<file path="src/verilog/aluPkg.sv">
/*
  Shared ALU types: opcodes, Wishbone word addresses and compare flags.
  Opcodes 10 to 15 are illegal and give a zero result.
*/
package aluPkg;

  // ALU operation codes as written to REG_OP
  typedef enum logic [3:0] {
    OP_ADD  = 4'd0,
    OP_SUB  = 4'd1,
    OP_SLL  = 4'd2,
    OP_SLT  = 4'd3,
    OP_SLTU = 4'd4,
    OP_XOR  = 4'd5,
    OP_SRL  = 4'd6,
    OP_SRA  = 4'd7,
    OP_OR   = 4'd8,
    OP_AND  = 4'd9
  } aluOpT;

  // word addresses on the bus
  typedef enum logic [2:0] {
    REG_A      = 3'd0,
    REG_B      = 3'd1,
    REG_OP     = 3'd2,
    REG_RESULT = 3'd3, // read only
    REG_FLAGS  = 3'd4  // read only
  } regAddrT;

  // compare of A against B, independent of opcode
  typedef struct packed {
    logic eq;  // bit 2
    logic lt;  // signed, bit 1
    logic ltu; // unsigned, bit 0
  } aluFlagsT;

endpackage

</file>
<file path="src/verilog/aluCtrlIf.sv">
/*
  Operand, opcode, result and flag bundle between register block and core.
  WIDTH must match the modules on both sides.
*/
`timescale 1ns/1ps

interface aluCtrlIf import aluPkg::*; #(
  parameter int WIDTH = 32
);

  logic [WIDTH-1:0] opA;
  logic [WIDTH-1:0] opB;
  aluOpT            op;
  logic [WIDTH-1:0] result;
  aluFlagsT         flags;

  // register side owns operands and opcode
  modport regs (output opA, opB, op, input result, flags);

  // core side computes result and flags
  modport core (input opA, opB, op, output result, flags);

endinterface

</file>
<file path="src/verilog/funnelShifter.sv">
/*
  Funnel shifter for sll, srl and sra. WIDTH must be a power of two,
  shift amount is taken modulo WIDTH.
*/
`timescale 1ns/1ps

module funnelShifter #(
  parameter int WIDTH = 32
) (
  input  logic [WIDTH-1:0]         a,
  input  logic [$clog2(WIDTH)-1:0] amt,
  input  logic                     right,
  input  logic                     arith,
  output logic [WIDTH-1:0]         y
);

  logic [2*WIDTH-2:0]       funnel;
  logic [2*WIDTH-2:0]       funnelShift;
  logic [$clog2(WIDTH)-1:0] offset;
  logic                     fillBit;

  assign fillBit = arith & a[WIDTH-1]; // sign copies for sra only

  // left: operand at the top, zeros below
  // right: operand at the bottom, fill above
  always_comb begin
    if (right) begin
      funnel = {{(WIDTH-1){fillBit}}, a};
    end else begin
      funnel = {a, {(WIDTH-1){1'b0}}};
    end
  end

  // inverted amount gives WIDTH-1-amt for left shifts
  assign offset = right ? amt : ~amt;

  assign funnelShift = funnel >> offset;
  assign y           = funnelShift[WIDTH-1:0];

endmodule

</file>
<file path="src/verilog/aluCore.sv">
/*
  Combinational integer ALU. Flags always compare opA with opB,
  whatever the opcode. Illegal opcodes give a zero result.
*/
`timescale 1ns/1ps

module aluCore import aluPkg::*; #(
  parameter int WIDTH = 32
) (
  aluCtrlIf.core ctrl
);

  localparam int AMTW = $clog2(WIDTH);

  logic [WIDTH-1:0] a;
  logic [WIDTH-1:0] b;
  logic [WIDTH-1:0] condInvB;
  logic [WIDTH-1:0] sum;
  logic [WIDTH-1:0] shiftY;
  logic [WIDTH-1:0] aFlip;
  logic [WIDTH-1:0] bFlip;
  logic [WIDTH-1:0] result;
  logic             subArith;
  logic             right;
  logic             arith;
  logic             isEq;
  logic             isLt;
  logic             isLtu;

  assign a = ctrl.opA;
  assign b = ctrl.opB;

  // subtract path: invert B, carry in one
  assign subArith = (ctrl.op == OP_SUB) | (ctrl.op == OP_SLT) | (ctrl.op == OP_SLTU);
  assign condInvB = subArith ? ~b : b;
  assign sum      = a + condInvB + {{(WIDTH-1){1'b0}}, subArith};

  // flipping the sign bits turns a signed compare into an unsigned one
  assign aFlip = {~a[WIDTH-1], a[WIDTH-2:0]};
  assign bFlip = {~b[WIDTH-1], b[WIDTH-2:0]};
  assign isEq  = (aFlip == bFlip);
  assign isLt  = (aFlip < bFlip);
  assign isLtu = (a < b); // plain unsigned

  assign right = (ctrl.op == OP_SRL) | (ctrl.op == OP_SRA);
  assign arith = (ctrl.op == OP_SRA);

  funnelShifter #(.WIDTH(WIDTH)) sh0 (
    .a     (a),
    .amt   (b[AMTW-1:0]), // low bits of B only
    .right (right),
    .arith (arith),
    .y     (shiftY)
  );

  always_comb begin
    case (ctrl.op)
      OP_ADD, OP_SUB:         result = sum;
      OP_SLL, OP_SRL, OP_SRA: result = shiftY;
      OP_SLT:                 result = {{(WIDTH-1){1'b0}}, isLt};
      OP_SLTU:                result = {{(WIDTH-1){1'b0}}, isLtu};
      OP_XOR:                 result = a ^ b;
      OP_OR:                  result = a | b;
      OP_AND:                 result = a & b;
      default:                result = '0; // codes 10..15
    endcase
  end

  assign ctrl.result = result;
  assign ctrl.flags  = '{eq: isEq, lt: isLt, ltu: isLtu};

endmodule

</file>
<file path="src/verilog/aluRegs.sv">
/*
  Wishbone classic slave for the ALU accelerator. Full-word writes only,
  no err/rty, no pipelined mode. Ack comes one cycle after the request.
  Writes to read-only or unused addresses are acked and dropped.
*/
`timescale 1ns/1ps

module aluRegs import aluPkg::*; #(
  parameter int WIDTH = 32
) (
  input  logic             clk,
  input  logic             reset,
  input  logic             wbCyc,
  input  logic             wbStb,
  input  logic             wbWe,
  input  logic [2:0]       wbAdr,
  input  logic [WIDTH-1:0] wbDatW,
  output logic [WIDTH-1:0] wbDatR,
  output logic             wbAck,
  aluCtrlIf.regs           ctrl
);

  logic [WIDTH-1:0] regA;
  logic [WIDTH-1:0] regB;
  aluOpT            regOp;
  regAddrT          addr;
  logic             request;
  logic             wrEn;
  logic             rdEn;
  logic [WIDTH-1:0] rdData;

  assign addr    = regAddrT'(wbAdr);
  assign request = wbCyc & wbStb & ~wbAck; // new access, not the acked one
  assign wrEn    = request & wbWe;
  assign rdEn    = request & ~wbWe;

  // single-cycle ack, drops on the following edge
  always_ff @(posedge clk or posedge reset) begin
    if (reset) begin
      wbAck <= 1'b0;
    end else begin
      wbAck <= request;
    end
  end

  // operand and opcode registers
  always_ff @(posedge clk or posedge reset) begin
    if (reset) begin
      regA  <= '0;
      regB  <= '0;
      regOp <= OP_ADD;
    end else if (wrEn) begin
      case (addr)
        REG_A:   regA  <= wbDatW;
        REG_B:   regB  <= wbDatW;
        REG_OP:  regOp <= aluOpT'(wbDatW[3:0]); // illegal codes kept as written
        default: ;                              // result, flags, unused
      endcase
    end
  end

  // read select
  always_comb begin
    case (addr)
      REG_A:      rdData = regA;
      REG_B:      rdData = regB;
      REG_OP:     rdData = {{(WIDTH-4){1'b0}}, regOp};
      REG_RESULT: rdData = ctrl.result;
      REG_FLAGS:  rdData = {{(WIDTH-3){1'b0}}, ctrl.flags};
      default:    rdData = '0;
    endcase
  end

  // read data captured with the ack
  always_ff @(posedge clk) begin
    if (rdEn) begin
      wbDatR <= rdData;
    end
  end

  assign ctrl.opA = regA;
  assign ctrl.opB = regB;
  assign ctrl.op  = regOp;

endmodule

</file>
<file path="src/verilog/aluAccelTop.sv">
/*
  ALU accelerator on a Wishbone classic bus, word addressed (3-bit wbAdr).
  WIDTH is a power of two from 8 to 64. Every access acks after one cycle.
*/
`timescale 1ns/1ps

module aluAccelTop #(
  parameter int WIDTH = 32
) (
  input  logic             clk,
  input  logic             reset,
  input  logic             wbCyc,
  input  logic             wbStb,
  input  logic             wbWe,
  input  logic [2:0]       wbAdr,
  input  logic [WIDTH-1:0] wbDatW,
  output logic [WIDTH-1:0] wbDatR,
  output logic             wbAck
);

  aluCtrlIf #(.WIDTH(WIDTH)) ctrl0 ();

  // bus slave and operand registers
  aluRegs #(.WIDTH(WIDTH)) regs0 (
    .clk    (clk),
    .reset  (reset),
    .wbCyc  (wbCyc),
    .wbStb  (wbStb),
    .wbWe   (wbWe),
    .wbAdr  (wbAdr),
    .wbDatW (wbDatW),
    .wbDatR (wbDatR),
    .wbAck  (wbAck),
    .ctrl   (ctrl0)
  );

  // combinational datapath
  aluCore #(.WIDTH(WIDTH)) core0 (
    .ctrl (ctrl0)
  );

endmodule

</file>
<file path="config.mk">
export PLATFORM = sky130hd
export DESIGN_NAME = aluAccelTop
export DESIGN_NICKNAME = d
export VERILOG_FILES = /design/src/verilog/aluPkg.sv /design/src/verilog/aluCtrlIf.sv /design/src/verilog/funnelShifter.sv /design/src/verilog/aluCore.sv /design/src/verilog/aluRegs.sv /design/src/verilog/aluAccelTop.sv
export SDC_FILE = /design/constraint.sdc
export NUM_CORES = 1
export LEC_CHECK = 0
export ABC_CLOCK_PERIOD_IN_PS = 4900
export BUFFER_PORTS_ARGS = -buffer_cell sky130_fd_sc_hd__buf_2
export CAP_MARGIN = 20
export CORE_AREA = 2 2 167 169
export DETAILED_ROUTE_END_ITERATION = 7
export DIE_AREA = 0 0 169 171
export PLACE_DENSITY = 0.7
export SYNTH_ARGS = -nofsm -noshare
export SYNTH_HDL_FRONTEND = slang
export SYNTH_HIERARCHICAL = 1
export SYNTH_SLANG_ARGS = --single-unit
</file>
<file path="constraint.sdc">
create_clock -name clk -period 4.9 [get_ports clk]
set_input_delay 0.735 -clock clk [delete_from_list [all_inputs] [get_ports clk]]
set_output_delay 0.735 -clock clk [all_outputs]
set_load 0.05 [all_outputs]
</file>
==> impl_metrics.csv <==
group,metric,value,unit
run_status,status,"finished, final reports clean",
power,pwr-share-clk,0.116,
synthesis,synth_edf_count,32,
critical_path,crit_required,5100,ps
floorplanning,start_util,0.4892,
drt,drt_pass1_iterations,5,
clocking,cts.htree.levels,3,
critical_path,ff2ff_setup_slack,390,ps
clocking,cts_sinks,101,
clocking,cts_tree,"yes",
drt,drc,0,
drt,wl_met1,20200,um
drt,top_layer,"met5",
final_layout,final_cell_mix,"a21oi_1, ha_1, nand2_1",
final_layout,drive_gt1_frac,0.2116,
synthesis,synth_warnings,6,
sta,fin_hold_ws,492.5,ps
floorplanning,die_area,28900,sq um
power,peakVddDrop,0.2856,mV
sta,report.final.slew_viol_count,0,
critical_path,crit_chain,"or3b_4 > a21oi_4 > buf_4 > xnor2_1 > ha_1 > a21o_1 > a21o_1 > a21o_1 > a221oi_1 > nand3_1 > a31oi_1 > o21ai_0 > xnor2_1 > o21ai_0 > nand2_1 > a21oi_1",
power,combPwrFrac,0.670,
synthesis,synth_top_family_by_area,"compound AO/OA/AOI/OAI gates",
final_layout,final_common_cell,"a21oi_1",
drt,wl,47230,um
synthesis,synth_cells,1534,
power,power.internal,3027,uW
placement,portBuffers,72,
synthesis,syn_avg_cell_area,8.714,sq um
synthesis,synth_top_flop_cell,"dfrtp_1",
power,p_leak,0.006194,uW
global_routing,grt_start_max_net_pins,45,
drt,ant_nets,0,
global_routing,grt_pass1_wl,71640,um
critical_path,slowest_stage,"dfrtp_1",
synthesis,ys_seq_elements,101,
final_layout,fin_nets,1733,
sta,finalCritPeriodShare,0.9214,
sta,setup_viol,0,
synthesis,netlist_area,13370,sq um
min_path,hold_path_class,"primary input to asynchronous set/reset pin",
synthesis,yosysUniqueCellTypes,92,
global_routing,grt_remaining_overflow,0,
drt,first_iter_violations,1662,
sta,grt_setup_unrepaired,"false",
drt,vias,12480,
clocking,cts_inserted_buffers,9,
power,pwr_density_cell,431.9,nW/um^2
drt,wl_met3,4647,um
critical_path,end_kind,"flip-flop",
sta,skew,12.57,ps
sta,maxSlewHeadroom,0.3414,
floorplanning,die_width,169,um
final_layout,antennaDiodeCount,0,
sta,fmax,221.5,MHz
clocking,cts_max_path_buffers,2,
floorplanning,coreArea,27320,sq um
placement,post-dp-hpwl,35500,um
clocking,cts_root_buf,"clkbuf_16",
synthesis,synthesis.nets,1708,
power,pwr-share-seq,0.214,
critical_path,cp_slowest_stage_delay,550,ps
critical_path,critPathArrivalTime,4720,ps
global_routing,antenna_found_initial,2,
clocking,clkTransAtPathRegs,80,ps
sta,period_needed,4515,ps
synthesis,yosys.area_share.simple,0.1378,
placement,gp_congestion,1.041,
synthesis,synth_xor_area_frac,0.03866,
clocking,ctsResizeCount,0,
critical_path,crit_fanout,12,
drt,wl_met2,20370,um
critical_path,crit_path_start_kind,"flip-flop",
critical_path,critPathKind,"flip-flop to flip-flop",
sta,finalHoldViolCount,0,
clocking,cts_setup_buffers,0,
critical_path,cp_common_cell,"a21o_1",
critical_path,cpLargestDelayFamily,"compound AO/OA/AOI/OAI gates",
critical_path,crit_buf_inv,1,
synthesis,post_synth_mux_area_share,0.1966,
global_routing,grt_usage,0.3245,
sta,worstMarginPinSlew,977.6,ps
power,p_switching,3151,uW
synthesis,synth_compound_area_frac,0.2271,
synthesis,yosysSeqAreaShare,0.2010,
power,p_sw_frac,0.5101,
placement,dp_cells,1893,
floorplanning,rows,61,
floorplanning,die_h,171,um
floorplanning,io_pins,73,
job,drv_cap,0,
clocking,clkLatencyLatePin,370,ps
global_routing,grt_pass1_vias,11670,
synthesis,synthArstFlopShare,0.6832,
final_layout,fin_cells,1910,
drt,post_drt_wl_per_cell,24.73,um
final_layout,syn_to_final_growth,7.011,%
sta,setup_tns,0,ps
clocking,cts_hold_buf,0,
drt,avgViaCountPerCell,6.534,
synthesis,yosys.area_share.adder,0.1268,
-- synthesized netlist by cell type, types with 6 or more instances --
library cell  instances  share of area
a22oi_1              36          0.020
nor3_1               17         0.0064
a211oi_1             15         0.0084
nor2_1              107          0.030
a21o_1               19          0.011
buf_2                24         0.0090
nand2_1             118          0.033
o31ai_1               6         0.0034
o21ai_1               9         0.0034
a221oi_1             10         0.0066
nor2b_1              18         0.0084
buf_4                11         0.0062
a311oi_1              6         0.0039
o211ai_1             19          0.011
buf_6                14          0.012
mux2_4               32          0.036
edfxtp_1             32          0.072
a22o_1                6         0.0039
mux2i_1              66          0.049
clkbuf_1             47          0.013
nand3_1              17         0.0064
o21ai_0              91          0.034
ha_1                133           0.12
a21oi_1             135          0.051
mux4_1                6          0.012
nand4_1               7         0.0033
nand2b_1             10         0.0047
mux2_2               74          0.062
xnor2_1              49          0.032
dfrtp_1              69           0.13
inv_1                92          0.026
nor4_1               10         0.0047
and2_1               12         0.0056
o221ai_1             12         0.0079
or2_2                31          0.015
a222oi_1              7         0.0052
o21bai_1             10         0.0056
o22ai_1              12         0.0056
xor2_1               10         0.0066
buf_1                 8         0.0022
a31oi_1               9         0.0042
mux4_2               22          0.037
-- power by group through the flow --
stage	sequential [uW]	clock, uW	combinational [uW]
finish	1320	717	4140
global route	1340	753	4470
CTS	1310	731	4030
detailed placement	1330	0	3990
global placement	1320	0	3990
floorplan	1200	0	2940
-- path summary, 6_finish.rpt --
check,start,endpoint,cells after the start
setup / recovery,regs0/ctrl.op[2],regs0/wbDatR[30],16
hold / removal,reset,regs0/ctrl.opA[4],2
setup reg to reg,regs0/ctrl.op[2],regs0/wbDatR[30],16
hold reg to reg,regs0/ctrl.opB[9],regs0/ctrl.opB[9],1
max in group asynchronous,reset,regs0/ctrl.opA[22],3
min in group clk,regs0/ctrl.opB[9],regs0/ctrl.opB[9],1
-- cell type report --
type / count / area, sq um
multi-input combinational: 1232 / 9778
fill: 2592 / 13020
clock buffer: 10 / 239.0
timing repair buffer: 120 / 758.2
clock inverter: 6 / 45.04
sequential: 101 / 2695
inverter: 95 / 356.6
tap: 346 / 432.9
-- metal layers --
metal | up-vias | GRT usage
met5 | - | 0
met4 | 4 | 0.1308
met3 | 107 | 0.08559
met2 | 627 | 0.4872
met1 | 6047 | 0.4435
li1 | 5694 | -
-- state kept, by name, indices dropped and copies added (netlist names) --
name and cells:
regs0/ctrl.opA 32, regs0/ctrl.opB 32, regs0/wbDatR 32, regs0/wbAck 1, regs0/ctrl.op 4
-- metrics by stage --
stage               setup slack, ps  total power, uW  utilization  cell area, sq um
CTS                           491.9             6068       0.5228             14290
global route                  39.14             6561       0.5235             14310
detailed placement            531.8             5317       0.5124             14000
global placement              666.1             5314       0.5124             14000
finish                        385.3             6178       0.5235             14310
floorplan                     809.2             4144            -             13370
-- cells by family after synthesis --
logic type | after synthesis
muxes | 200
xor gates and xnor gates | 59
DFF | 101
adders and majority gates | 135
buffers and inverters | 201
AOI/OAI and AO/OA | 459
and+or+nand+nor | 379
Note: power is estimated with default switching activity, not from simulation.
